## src/common/nes_pkg.sv

```systemverilog
// console glue shared definitions
// widths, host register map, phase timing and the enums used across the blocks
package nes_pkg;

  localparam int ADDR_W     = 22;   // 4 MB memory space
  localparam int DATA_W     = 8;
  localparam int APB_ADDR_W = 8;

  // console cycle timing
  localparam int NUM_PHASES    = 5;
  localparam int READ_DELAY    = 3;  // registered read cmd to valid controller data
  localparam int AUTOFIRE_HALF = 8;  // clocks per half period, short for sim

  // host register map
  localparam logic [APB_ADDR_W-1:0] REG_CONF     = 8'h35;
  localparam logic [APB_ADDR_W-1:0] REG_ROM_DATA = 8'h37;
  localparam logic [APB_ADDR_W-1:0] REG_BTN1     = 8'h40;
  localparam logic [APB_ADDR_W-1:0] REG_BTN2     = 8'h41;
  localparam logic [APB_ADDR_W-1:0] REG_STATUS   = 8'h42;

  // sequencer phases, memory slot first and console last
  typedef enum logic [2:0] {
    PH_MEM,
    PH_ACT,
    PH_RW,
    PH_WAIT,
    PH_NES
  } phase_t;

  // command to the sdram controller
  typedef enum logic [2:0] {
    CMD_NONE,
    CMD_READ_CPU,
    CMD_READ_PPU,
    CMD_WRITE,
    CMD_REFRESH
  } mem_cmd_t;

  // console button byte, msb first
  typedef struct packed {
    logic right;
    logic left;
    logic down;
    logic up;
    logic start;
    logic select;
    logic b;
    logic a;
  } btn_t;

endpackage
```

## src/design/nes_glue.sv

```systemverilog
// console glue top level
// connects the phase sequencer, memory arbiter, host registers,
// the two pad mappers and the joypad shift registers
`timescale 1ns/1ps

module nes_glue (
  input  logic                           clk,
  input  logic                           sys_resetn,
  // apb host
  input  logic [nes_pkg::APB_ADDR_W-1:0] paddr,
  input  logic                           psel,
  input  logic                           penable,
  input  logic                           pwrite,
  input  logic [nes_pkg::DATA_W-1:0]     pwdata,
  output logic [nes_pkg::DATA_W-1:0]     prdata,
  output logic                           pready,
  output logic                           pslverr,
  // game loader
  input  logic                           loader_done,
  input  logic                           loader_fail,
  input  logic [nes_pkg::ADDR_W-1:0]     loader_addr,
  input  logic [nes_pkg::DATA_W-1:0]     loader_data,
  input  logic                           loader_write,
  input  logic                           loader_refresh,
  output logic                           loader_reset,
  output logic [nes_pkg::DATA_W-1:0]     rom_byte,
  output logic                           rom_byte_valid,
  // console core
  output logic                           nes_reset,
  output logic                           nes_run,
  input  logic                           mem_read_cpu,
  input  logic                           mem_read_ppu,
  input  logic                           mem_write,
  input  logic [nes_pkg::ADDR_W-1:0]     mem_addr,
  input  logic [nes_pkg::DATA_W-1:0]     mem_dout,
  output logic [nes_pkg::DATA_W-1:0]     cpu_din,
  output logic [nes_pkg::DATA_W-1:0]     ppu_din,
  input  logic                           joypad_strobe,
  input  logic [1:0]                     joypad_clock,
  output logic [1:0]                     joypad_data,
  // sdram controller
  output nes_pkg::mem_cmd_t              ram_cmd,
  output logic [nes_pkg::ADDR_W-1:0]     ram_addr,
  output logic [nes_pkg::DATA_W-1:0]     ram_din,
  input  logic [nes_pkg::DATA_W-1:0]     ram_dout_a,
  input  logic [nes_pkg::DATA_W-1:0]     ram_dout_b,
  // dualshock receive bytes, two per pad
  input  logic [nes_pkg::DATA_W-1:0]     ds_rx1_0,
  input  logic [nes_pkg::DATA_W-1:0]     ds_rx1_1,
  input  logic [nes_pkg::DATA_W-1:0]     ds_rx2_0,
  input  logic [nes_pkg::DATA_W-1:0]     ds_rx2_1
);

  logic          mem_slot;
  logic          capture;
  nes_pkg::btn_t host_btn1, host_btn2;
  nes_pkg::btn_t pad1_btn, pad2_btn;

  phase_seq u_phase_seq (
    .clk(clk), .sys_resetn(sys_resetn), .loader_done(loader_done),
    .nes_reset(nes_reset), .mem_slot(mem_slot), .nes_run(nes_run), .capture(capture)
  );

  mem_arbiter u_mem_arbiter (
    .clk(clk), .sys_resetn(sys_resetn), .mem_slot(mem_slot), .capture(capture),
    .mem_read_cpu(mem_read_cpu), .mem_read_ppu(mem_read_ppu), .mem_write(mem_write),
    .mem_addr(mem_addr), .mem_dout(mem_dout),
    .loader_addr(loader_addr), .loader_data(loader_data),
    .loader_write(loader_write), .loader_refresh(loader_refresh),
    .ram_dout_a(ram_dout_a), .ram_dout_b(ram_dout_b),
    .ram_cmd(ram_cmd), .ram_addr(ram_addr), .ram_din(ram_din),
    .cpu_din(cpu_din), .ppu_din(ppu_din)
  );

  host_regs u_host_regs (
    .clk(clk), .sys_resetn(sys_resetn),
    .paddr(paddr), .psel(psel), .penable(penable), .pwrite(pwrite), .pwdata(pwdata),
    .loader_done(loader_done), .loader_fail(loader_fail),
    .prdata(prdata), .pready(pready), .pslverr(pslverr),
    .loader_reset(loader_reset), .rom_byte(rom_byte), .rom_byte_valid(rom_byte_valid),
    .host_btn1(host_btn1), .host_btn2(host_btn2)
  );

  pad_mapper u_pad1 (
    .clk(clk), .sys_resetn(sys_resetn), .ds_rx0(ds_rx1_0), .ds_rx1(ds_rx1_1),
    .pad_btn(pad1_btn)
  );

  pad_mapper u_pad2 (
    .clk(clk), .sys_resetn(sys_resetn), .ds_rx0(ds_rx2_0), .ds_rx1(ds_rx2_1),
    .pad_btn(pad2_btn)
  );

  joypad_shift u_joypad_shift (
    .clk(clk), .sys_resetn(sys_resetn),
    .joypad_strobe(joypad_strobe), .joypad_clock(joypad_clock),
    .btn1_in(pad1_btn), .btn2_in(pad2_btn),
    .host_btn1(host_btn1), .host_btn2(host_btn2),
    .joypad_data(joypad_data)
  );

endmodule

```

## src/joypad/joypad_shift.sv

```systemverilog
// console joypad shift registers for both ports
// strobe loads the host override ORed with the mapped buttons, each port
// then shifts out lsb first on the falling edge of its own clock line
`timescale 1ns/1ps

module joypad_shift (
  input  logic          clk,
  input  logic          sys_resetn,
  input  logic          joypad_strobe,
  input  logic [1:0]    joypad_clock,
  input  nes_pkg::btn_t btn1_in,
  input  nes_pkg::btn_t btn2_in,
  input  nes_pkg::btn_t host_btn1,
  input  nes_pkg::btn_t host_btn2,
  output logic [1:0]    joypad_data
);

  logic [1:0][nes_pkg::DATA_W-1:0] load_val;
  logic [1:0][nes_pkg::DATA_W-1:0] bits;
  logic [1:0]                      clk_q;   // registered joypad clocks
  logic [1:0]                      fall;

  assign load_val[0] = btn1_in | host_btn1;
  assign load_val[1] = btn2_in | host_btn2;

  assign fall = clk_q & ~joypad_clock;

  always_ff @(posedge clk) begin
    if (!sys_resetn) begin
      clk_q <= '0;
      bits  <= '0;
    end else begin
      clk_q <= joypad_clock;
      for (int i = 0; i < 2; i++) begin
        if (joypad_strobe) begin
          bits[i] <= load_val[i];
        end else if (fall[i]) begin
          bits[i] <= {1'b0, bits[i][nes_pkg::DATA_W-1:1]};   // zero fill
        end
      end
    end
  end

  assign joypad_data = {bits[1][0], bits[0][0]};

endmodule

```

## src/joypad/pad_mapper.sv

```systemverilog
// dualshock to console button mapping for one pad
// active-low receive bits are inverted and reordered; square and triangle
// add autofire on B and A
`timescale 1ns/1ps

module pad_mapper (
  input  logic                       clk,
  input  logic                       sys_resetn,
  input  logic [nes_pkg::DATA_W-1:0] ds_rx0,   // L D R U St R3 L3 Se
  input  logic [nes_pkg::DATA_W-1:0] ds_rx1,   // sq O X tri R1 L1 R2 L2
  output nes_pkg::btn_t              pad_btn
);

  logic [1:0] af_held;   // [1] square, [0] triangle
  logic [1:0] af_wave;

  assign af_held = {~ds_rx1[7], ~ds_rx1[4]};

  // one square wave per autofire button
  for (genvar i = 0; i < 2; i++) begin : g_af
    logic [$clog2(2 * nes_pkg::AUTOFIRE_HALF)-1:0] cnt;

    always_ff @(posedge clk) begin
      if (!sys_resetn || !af_held[i]) begin
        cnt <= '0;   // restart on every press
      end else if (cnt == 2 * nes_pkg::AUTOFIRE_HALF - 1) begin
        cnt <= '0;
      end else begin
        cnt <= cnt + 1'b1;
      end
    end

    // high for the first half period, so a press fires at once
    assign af_wave[i] = af_held[i] && (cnt < nes_pkg::AUTOFIRE_HALF);
  end

  always_comb begin
    pad_btn.right  = ~ds_rx0[5];
    pad_btn.left   = ~ds_rx0[7];
    pad_btn.down   = ~ds_rx0[6];
    pad_btn.up     = ~ds_rx0[4];
    pad_btn.start  = ~ds_rx0[3];
    pad_btn.select = ~ds_rx0[0];
    pad_btn.b      = ~ds_rx1[6] | af_wave[1];   // circle, square autofire
    pad_btn.a      = ~ds_rx1[5] | af_wave[0];   // cross, triangle autofire
  end

endmodule

```

## src/design/host_regs.sv

```systemverilog
// host register block
// apb slave holding loader config, button overrides, rom data port and status
// rom data writes become single-cycle byte strobes for the game loader
`timescale 1ns/1ps

module host_regs (
  input  logic                           clk,
  input  logic                           sys_resetn,
  input  logic [nes_pkg::APB_ADDR_W-1:0] paddr,
  input  logic                           psel,
  input  logic                           penable,
  input  logic                           pwrite,
  input  logic [nes_pkg::DATA_W-1:0]     pwdata,
  input  logic                           loader_done,
  input  logic                           loader_fail,
  output logic [nes_pkg::DATA_W-1:0]     prdata,
  output logic                           pready,
  output logic                           pslverr,
  output logic                           loader_reset,
  output logic [nes_pkg::DATA_W-1:0]     rom_byte,
  output logic                           rom_byte_valid,
  output nes_pkg::btn_t                  host_btn1,
  output nes_pkg::btn_t                  host_btn2
);

  logic                       access;
  logic                       wr;
  logic                       mapped;
  logic [nes_pkg::DATA_W-1:0] conf;   // bit 0 holds the loader in reset

  assign access = psel && penable;
  assign wr     = access && pwrite;

  assign mapped = (paddr == nes_pkg::REG_CONF)  || (paddr == nes_pkg::REG_ROM_DATA) ||
                  (paddr == nes_pkg::REG_BTN1)  || (paddr == nes_pkg::REG_BTN2) ||
                  (paddr == nes_pkg::REG_STATUS);

  assign pready  = 1'b1;               // no wait states
  assign pslverr = access && !mapped;

  always_ff @(posedge clk) begin
    if (!sys_resetn) begin
      conf           <= '0;
      host_btn1      <= '0;
      host_btn2      <= '0;
      rom_byte_valid <= 1'b0;
    end else begin
      if (wr && paddr == nes_pkg::REG_CONF) conf      <= pwdata;
      if (wr && paddr == nes_pkg::REG_BTN1) host_btn1 <= pwdata;
      if (wr && paddr == nes_pkg::REG_BTN2) host_btn2 <= pwdata;
      rom_byte_valid <= wr && (paddr == nes_pkg::REG_ROM_DATA);
    end
  end

  // data byte for the loader, qualified by rom_byte_valid
  always_ff @(posedge clk) begin
    if (wr && paddr == nes_pkg::REG_ROM_DATA) rom_byte <= pwdata;
  end

  assign loader_reset = !sys_resetn || conf[0];

  // read mux, valid in the access phase
  always_comb begin
    case (paddr)
      nes_pkg::REG_CONF:     prdata = conf;
      nes_pkg::REG_ROM_DATA: prdata = rom_byte;   // last byte sent
      nes_pkg::REG_BTN1:     prdata = host_btn1;
      nes_pkg::REG_BTN2:     prdata = host_btn2;
      nes_pkg::REG_STATUS:   prdata = {6'b0, loader_fail, loader_done};
      default:               prdata = '0;
    endcase
  end

endmodule

```

## src/design/mem_arbiter.sv

```systemverilog
// memory arbiter
// merges loader writes, console reads/writes and refresh into one registered
// command stream for the sdram controller, and steers read data back
`timescale 1ns/1ps

module mem_arbiter (
  input  logic                         clk,
  input  logic                         sys_resetn,
  input  logic                         mem_slot,
  input  logic                         capture,
  input  logic                         mem_read_cpu,
  input  logic                         mem_read_ppu,
  input  logic                         mem_write,
  input  logic [nes_pkg::ADDR_W-1:0]   mem_addr,
  input  logic [nes_pkg::DATA_W-1:0]   mem_dout,
  input  logic [nes_pkg::ADDR_W-1:0]   loader_addr,
  input  logic [nes_pkg::DATA_W-1:0]   loader_data,
  input  logic                         loader_write,
  input  logic                         loader_refresh,
  input  logic [nes_pkg::DATA_W-1:0]   ram_dout_a,
  input  logic [nes_pkg::DATA_W-1:0]   ram_dout_b,
  output nes_pkg::mem_cmd_t            ram_cmd,
  output logic [nes_pkg::ADDR_W-1:0]   ram_addr,
  output logic [nes_pkg::DATA_W-1:0]   ram_din,
  output logic [nes_pkg::DATA_W-1:0]   cpu_din,
  output logic [nes_pkg::DATA_W-1:0]   ppu_din
);

  nes_pkg::mem_cmd_t            sel_cmd;
  logic [nes_pkg::ADDR_W-1:0]   sel_addr;
  logic [nes_pkg::DATA_W-1:0]   sel_din;
  nes_pkg::mem_cmd_t            last_cmd;   // console cmd whose data is due

  // loader wins at any phase, console only in its slot
  always_comb begin
    sel_cmd  = nes_pkg::CMD_NONE;
    sel_addr = mem_addr;
    sel_din  = mem_dout;
    if (loader_write) begin
      sel_cmd  = nes_pkg::CMD_WRITE;
      sel_addr = loader_addr;
      sel_din  = loader_data;
    end else if (mem_slot) begin
      if (mem_read_cpu)      sel_cmd = nes_pkg::CMD_READ_CPU;
      else if (mem_read_ppu) sel_cmd = nes_pkg::CMD_READ_PPU;
      else if (mem_write)    sel_cmd = nes_pkg::CMD_WRITE;
      else                   sel_cmd = nes_pkg::CMD_REFRESH;  // idle slot
    end else if (loader_refresh) begin
      sel_cmd = nes_pkg::CMD_REFRESH;
    end
  end

  always_ff @(posedge clk) begin
    if (!sys_resetn) begin
      ram_cmd  <= nes_pkg::CMD_NONE;
      last_cmd <= nes_pkg::CMD_NONE;
    end else begin
      ram_cmd <= sel_cmd;   // one-cycle command
      if (mem_slot && !loader_write) last_cmd <= sel_cmd;
    end
  end

  always_ff @(posedge clk) begin
    ram_addr <= sel_addr;
    ram_din  <= sel_din;
  end

  // read data holds until the next capture
  always_ff @(posedge clk) begin
    if (capture && last_cmd == nes_pkg::CMD_READ_CPU) cpu_din <= ram_dout_a;
    if (capture && last_cmd == nes_pkg::CMD_READ_PPU) ppu_din <= ram_dout_b;
  end

endmodule

```

## src/design/phase_seq.sv

```systemverilog
// five-phase clock-enable sequencer
// holds the console in reset until the game is loaded, then gives one
// memory slot and one console run strobe per five clocks
`timescale 1ns/1ps

module phase_seq (
  input  logic clk,
  input  logic sys_resetn,
  input  logic loader_done,
  output logic nes_reset,
  output logic mem_slot,
  output logic nes_run,
  output logic capture
);

  nes_pkg::phase_t phase;
  logic            last_phase;

  assign last_phase = (phase == nes_pkg::phase_t'(nes_pkg::NUM_PHASES - 1));

  // console stays in reset until loading completes
  always_ff @(posedge clk) begin
    if (!sys_resetn) begin
      nes_reset <= 1'b1;
    end else begin
      nes_reset <= !loader_done;
    end
  end

  // counter parked on the memory phase during console reset
  always_ff @(posedge clk) begin
    if (!sys_resetn || nes_reset) begin
      phase <= nes_pkg::PH_MEM;
    end else if (last_phase) begin
      phase <= nes_pkg::PH_MEM;
    end else begin
      phase <= nes_pkg::phase_t'(phase + 3'd1);
    end
  end

  assign mem_slot = !nes_reset && (phase == nes_pkg::PH_MEM);
  assign nes_run  = !nes_reset && (phase == nes_pkg::PH_NES);

  // read data lands READ_DELAY after the cmd goes out on phase 1
  assign capture  = !nes_reset &&
                    (phase == nes_pkg::phase_t'(1 + nes_pkg::READ_DELAY));

endmodule

```

## config.mk

```make
export PLATFORM = sky130hd
export DESIGN_NAME = nes_glue
export DESIGN_NICKNAME = d
export VERILOG_FILES = /design/src/common/nes_pkg.sv /design/src/design/nes_glue.sv /design/src/joypad/joypad_shift.sv /design/src/joypad/pad_mapper.sv /design/src/design/host_regs.sv /design/src/design/mem_arbiter.sv /design/src/design/phase_seq.sv
export SDC_FILE = /design/constraint.sdc
export NUM_CORES = 1
export LEC_CHECK = 0
export ABC_AREA = 1
export ABC_CLOCK_PERIOD_IN_PS = 1800
export BUFFER_PORTS_ARGS = -buffer_cell sky130_fd_sc_hd__clkbuf_2
export CORE_MARGIN = 2
export CORE_UTILIZATION = 45
export CTS_BUF_LIST = sky130_fd_sc_hd__clkbuf_8
export CTS_CLUSTER_DIAMETER = 60
export DETAILED_ROUTE_END_ITERATION = 10
export PLACE_DENSITY = 0.78
export SETUP_SLACK_MARGIN = 0.5
export SYNTH_ARGS = -nofsm -noshare
export SYNTH_HDL_FRONTEND = slang
export SYNTH_SLANG_ARGS = --single-unit
```

## constraint.sdc

```tcl
create_clock -name clk -period 1.8 [get_ports clk]
set_input_delay 0.09 -clock clk [delete_from_list [all_inputs] [get_ports clk]]
set_output_delay 0.09 -clock clk [all_outputs]
set_load 0.01 [all_outputs]
```

After elaboration in Yosys (flattened, before gate mapping)
Index checks and enable logic that the tools add are counted.
{ "word_totals": {"reg_bits": 123, "inputBits": 139} }
{ "classes": {"addsub": 5, "magnitude_cmp": 4, "n_eq_ne": 12, "muxes": 13, "bitwise_logic": 28, "n_reduce_logical": 39} }
{ "op_table": {"columns": ["cell", "n"], "rows": [
  ["two-way mux 8 bit", 5],
  ["case mux 8 bit (5 select lines)", 1],
  ["== test 8 x 7 -> 1 bit (second input constant)", 3],
  ["two-way mux 22 bit", 1],
  ["inverter 1 bit", 20],
  ["two-way mux 3 bit", 6],
  ["adder 4 x 1 -> 4 bit (second input constant)", 4],
  ["== test 4 bit (second input constant)", 4],
  ["== test 8 x 6 -> 1 bit (second input constant)", 2],
  ["logical AND 1 bit", 16],
  ["< comparator 4 bit (second input constant)", 4],
  ["OR 8 bit", 2],
  ["logical OR 1 bit", 10],
  ["OR reduction 2 bit", 5],
  ["logical NOT 1 bit", 5],
  ["OR 1 bit", 4],
  ["nonzero test 2 bit", 2],
  ["adder 3 x 1 -> 3 bit (second input constant)", 1],
  ["== test 3 x 1 -> 1 bit (second input constant)", 1],
  ["== test 3 x 2 -> 1 bit (second input constant)", 1],
  ["== test 3 bit (second input constant)", 1],
  ["logical NOT 3 bit", 1],
  ["AND 2 bit", 1],
  ["inverter 2 bit", 1]
]} }

Depth between registers and ports, before layout
{ "logic_depth": {"depth_word": 7, "depth_mapped": 8, "mapped_depth_nobuf": 7} }

Hierarchy
Synthesis repeated with hierarchy kept, for this count alone.
{ "unflattened": {"hier_cells": 698, "hier_area_um2": 5390.2} }
{ "by_module_without_submodules": {"columns": ["module", "n_inst", "cells_per_inst", "area_each_um2", "seq_area_each_um2"], "rows": [
  ["mem_arbiter", 1, 182, 1784.2, 1201.2],
  ["host_regs", 1, 258, 1773.0, 740.7],
  ["joypad_shift", 1, 141, 913.4, 360.3],
  ["pad_mapper", 2, 46, 365.4, 160.2],
  ["phase_seq", 1, 25, 188.9, 80.1]
]} }

Least setup slack after synthesis
OpenSTA, ideal clock, no wires.
{ "synth_path": {"path_kind": "register to register", "from": "reg u_phase_seq.phase[0]", "to": "reg u_mem_arbiter.ppu_din[0] in the netlist's numbering, enable pin", "arrival_time_ns": 1.470, "t_required_ns": 1.405, "path_slack_ns": -0.065, "stages_incl_launch_ff": 5, "path_buffers": 0, "synth_period_minus_slack_ns": 1.865, "cell_sequence": "dfxtp_1 inv_1 ha_1 nand3_1 nor4_1"} }
{ "synth_via": {"elab_chain_len": 3} }
{ "synth_rtl": {"columns": ["item", "line_no", "rtl"], "rows": [
  ["start, declared", "phase_seq.sv:16", "nes_pkg::phase_t phase;"],
  ["start signal, assigned", "phase_seq.sv:33", "phase <= nes_pkg::PH_MEM;"],
  ["start signal, assigned", "phase_seq.sv:35", "phase <= nes_pkg::PH_MEM;"],
  ["start signal, assigned", "phase_seq.sv:37", "phase <= nes_pkg::phase_t'(phase + 3'd1);"],
  ["== test 3 bit", "phase_seq.sv:46", "(phase == nes_pkg::phase_t'(1 + nes_pkg::READ_DELAY));"],
  ["logical AND 1 bit", "phase_seq.sv:45", "assign capture = !nes_reset &&"],
  ["logical AND 1 bit", "mem_arbiter.sv:71", "if (capture && last_cmd == nes_pkg::CMD_READ_PPU) ppu_din <= ram_dout_b;"],
  ["end signal, assigned", "mem_arbiter.sv:71", null],
  ["end, declared", "mem_arbiter.sv:26", "output logic [nes_pkg::DATA_W-1:0] ppu_din"]
]} }
No other way between the ends.
A chain may end at the register's enable or synchronous reset.

Worst setup path in the final report
{ "layout_path": {"from": "reg u_phase_seq.phase[1]", "to": "out nes_run"} }
{ "layout_via": {"elab_chain_len": 2} }
{ "layout_rtl": {"columns": ["item", "line_no", "rtl"], "rows": [
  ["== test 3 bit", "phase_seq.sv:42", "assign nes_run = !nes_reset && (phase == nes_pkg::PH_NES);"],
  ["logical AND 1 bit", "phase_seq.sv:42", null],
  ["end, declared", "nes_glue.sv:30", "output logic nes_run,"]
]} }
No other way between the ends.

==> summary.txt <==
STA
  • F_max: around 740 MHz
  • Measured slew at the worst slew-check pin: 0.539 ns
  • RSZ-0062 raised after global routing: true
  • Fin crit share: about three quarters
  • Min Tclk post-route: approximately 1.3 ns
  • Hold slack: ~0.030 ns
  • Slew headroom: roughly 64%
  • Finish-stage setup viols: 0
  • Max Transition Viols Final: 0
  • Fin worst setup slack: 0.454 ns
  • Setup TNS Final: 0 ns
  • Clk_skew: between 0.01 and 0.015 ns
  • Final hold vios: 0

Clock tree
  • CTS buffer count: 17
  • Clock root buffer: clkbuf_8
  • Max clock buf depth: 2
  • Htree depth: 4
  • Clk pin slew, worst setup/hold paths: ~0.080 ns
  • Worst-Skew Late Latency: ~0.43 ns
  • Clk sinks: roughly 120
  • CTS tree: done

Floorplan
  • Die Ht: between 100 and 150 um
  • Initial Utilization: 46.6%
  • Row count: 38
  • Die ar.: roughly 0.012 sq mm
  • Chip Width: 111 um
  • I/O Pins: approximately 210
  • Core area: approximately 0.011 sq mm

Critical path
  • R2R setup slack: 0.54 ns
  • Worst Setup Start Kind: flop
  • CP max FO: 3
  • Kind of critical path: flop to output pin
  • Reg2reg start: u_phase_seq.phase[1]$_SDFF_PP0_
  • Critical Path RT: around 1.7 ns
  • CP arrival: around 1.3 ns
  • R2R Path End: u_mem_arbiter.last_cmd[2]$_SDFFE_PN0P_
  • FF-to-FF path depth: 7
  • Endpoint type of the worst setup path: output pin

Synth
  • Synth Area per Inst: about 7.7 sq um
  • Cell area after synthesis: roughly 0.005 sq mm
  • Area contributors post-synth: dfxtp_1 39%, nand2_1 16%, edfxtp_1 14%, nor2_1 6.5%, nand3_1 5.5%
  • Library cells used by synthesis: 31
  • Ys Warns: 0
  • Register bit total from synthesis: around 120
  • Post-synth top area share: about two fifths
  • Yosys top cell by area: dfxtp_1
  • Cells after Synth: between 600 and 700
  • Seq/Total Area, Yosys: between 50% and 60%
  • Syn nets: 807

Global route
  • Gr usage total: ~27%
  • GRT Residual Overflow: 0
  • Pin count of the biggest net entering global routing: 37
  • Initial antenna violation count: 0
  • Number of global-route vias before repair: approximately 5400
  • First-pass GRT wire length: about 26 mm

Routing
  • Drt first pass iters: 5
  • DRT Wirelength: 16.7 mm
  • Via density: about 4.9
  • Initial drt markers: slightly below 400
  • Vias: about 5500
  • DRT antenna net count: 0
  • DR WL/cell: ~15 um
  • Number of remaining DRC errors: 0

Place
  • HPWL Detailed: 10.1 mm
  • Placed standard-cell area: around 0.0062 sq mm
  • Buffers on Ports: approximately 200
  • Pre-CTS setup slack: between 0.3 and 0.4 ns
  • Placer Congestion: 0.867

Pwr
  • Logic pwr share: between 10% and 20%
  • Clock power share: between 40% and 50%
  • Pwr dens: around 800 mW/mm^2
  • Psw: around 1.7 mW
  • Net Sw Frac: around 27%
  • Leak pwr: just under 4 nW
  • Seq pwr share: a little under half
  • Worst vdd ir: roughly 500 uV
  • Final total power: 6.22 mW
  • Internal power consumption: 4.55 mW

Min path
  • Min-Delay Path Class: primary input to flop
  • Worst Hold End: u_joypad_shift.bits[2]$_SDFFE_PN0P_
  • Hold Crit Start: ds_rx1_0[0]
  • Worst hold stages: 4

Run
  • Max_cap viols: 0

Layout
  • Share of cells above drive strength 1: about 29%
  • Syn-to-layout area delta: 52.3%
  • Commonest non-fill, non-tap cells in the layout: 214 x nand2_1, 196 x clkbuf_2, 99 x dlygate4sd3_1
  • Commonest non-fill, non-tap cell in the layout: nand2_1
  • Nets: between 1000 and 1500
  • Fin area: 0.00779 sq mm

Status
  • Status: complete, no violations
cell usage after synthesis (all sizes together):
cell	instances
nor4	1
inv	76
xnor2	2
edfxtp	24
clkbuf	6
o21ai	20
nand4	7
ha	6
nand2	218
o211ai	1
dfxtp	99
nor2	98
o21bai	4
buf	16
nand3	58
conb	1
clkinv	1
a21oi	11
nor3	4
a31oi	9
what timing repair did:
action	in CTS	in global routing
pin swaps	7	6
endpoints found under the hold margin	89	0
hold buffers	99	0
setup buffers	3	10
resized for setup	6	11
endpoints found under the setup margin	28	38
power by group through the flow:
stage                     sequential, mW  clock (mW)  combinational [mW]
after floorplan                     3.03           0               0.244
after global placement              3.00           0               0.533
after detailed placement            3.00           0               0.545
after CTS                           2.94        2.49               0.742
after global routing                2.95        2.64               0.856
final                               2.94        2.49               0.788
sequential cells by signal (all words and copies together) (netlist names):
signal	flops
u_pad1.g_af.cnt	8
u_joypad_shift.bits	14
u_mem_arbiter.ram_din	8
u_phase_seq.nes_reset	1
u_joypad_shift.joypad_data	2
u_mem_arbiter.cpu_din	8
u_mem_arbiter.ram_cmd	3
u_host_regs.rom_byte	8
u_mem_arbiter.ram_addr	22
u_host_regs.rom_byte_valid	1
u_phase_seq.phase	3
u_host_regs.host_btn2	8
u_mem_arbiter.last_cmd	3
u_host_regs.conf	8
u_host_regs.host_btn1	8
u_mem_arbiter.ppu_din	8
u_pad2.g_af.cnt	8
u_joypad_shift.clk_q	2
per-layer routing:
metal	vias up	global-route usage (%)	routed length, um
li1	2710	-	-
met1	2525	30.1	6450
met2	217	46.7	8610
met3	59	6.31	897
met4	0	14.6	711
met5	-	0	0
kinds of logic (layout without fill, tap and decap cells):
logic type	count (synthesis)	in the layout	synth area share, %
flops	123	123	52.9
simple gates	386	386	32.2
compound gates	45	45	4.87
fa+ha+maj	6	6	1.47
other cells	1	2	0.0733
buf+inv	99	425	8.20
xor+xnor	2	2	0.343
worst max-delay path, cell delays in order (launching register included):
cell and delay (ns):
dfxtp_2 0.33, inv_2 0.07, ha_4 0.15, nand3_4 0.10, inv_2 0.08, buf_6 0.10
area by class of cell:
cell class | count | area [sq um]
multi-input combinational | 440 | 2070
timing repair buffer | 316 | 2150
inverter | 77 | 293
sequential | 123 | 2710
antenna | 1 | 2.50
fill | 818 | 3200
clock inverter | 15 | 164
tap | 140 | 175
clock buffer | 17 | 234
metrics by stage:
stage,utilization [%],instances
3_3_place_gp,56.8,984
3_5_place_dp,56.8,984
4_1_cts,69.8,1118
6_report,70.9,1129
2_1_floorplan,-,662
5_1_grt,70.9,1128
worst max-delay path by stage:
stage	slack, ns	to	from
2_1_floorplan	0.50	u_mem_arbiter.ppu_din[0]$_DFFE_PP_	u_phase_seq.phase[0]$_SDFF_PP0_
3_3_place_gp	0.41	u_mem_arbiter.ppu_din[3]$_DFFE_PP_	u_phase_seq.phase[0]$_SDFF_PP0_
3_5_place_dp	0.33	u_mem_arbiter.last_cmd[2]$_SDFFE_PN0P_	u_phase_seq.phase[1]$_SDFF_PP0_
4_1_cts	0.43	nes_run	u_phase_seq.phase[1]$_SDFF_PP0_
5_1_grt	0.35	prdata[0]	u_host_regs.rom_byte[0]$_DFFE_PP_
6_report	0.45	nes_run	u_phase_seq.phase[1]$_SDFF_PP0_
No activity file was read; power rests on OpenSTA's default activity.
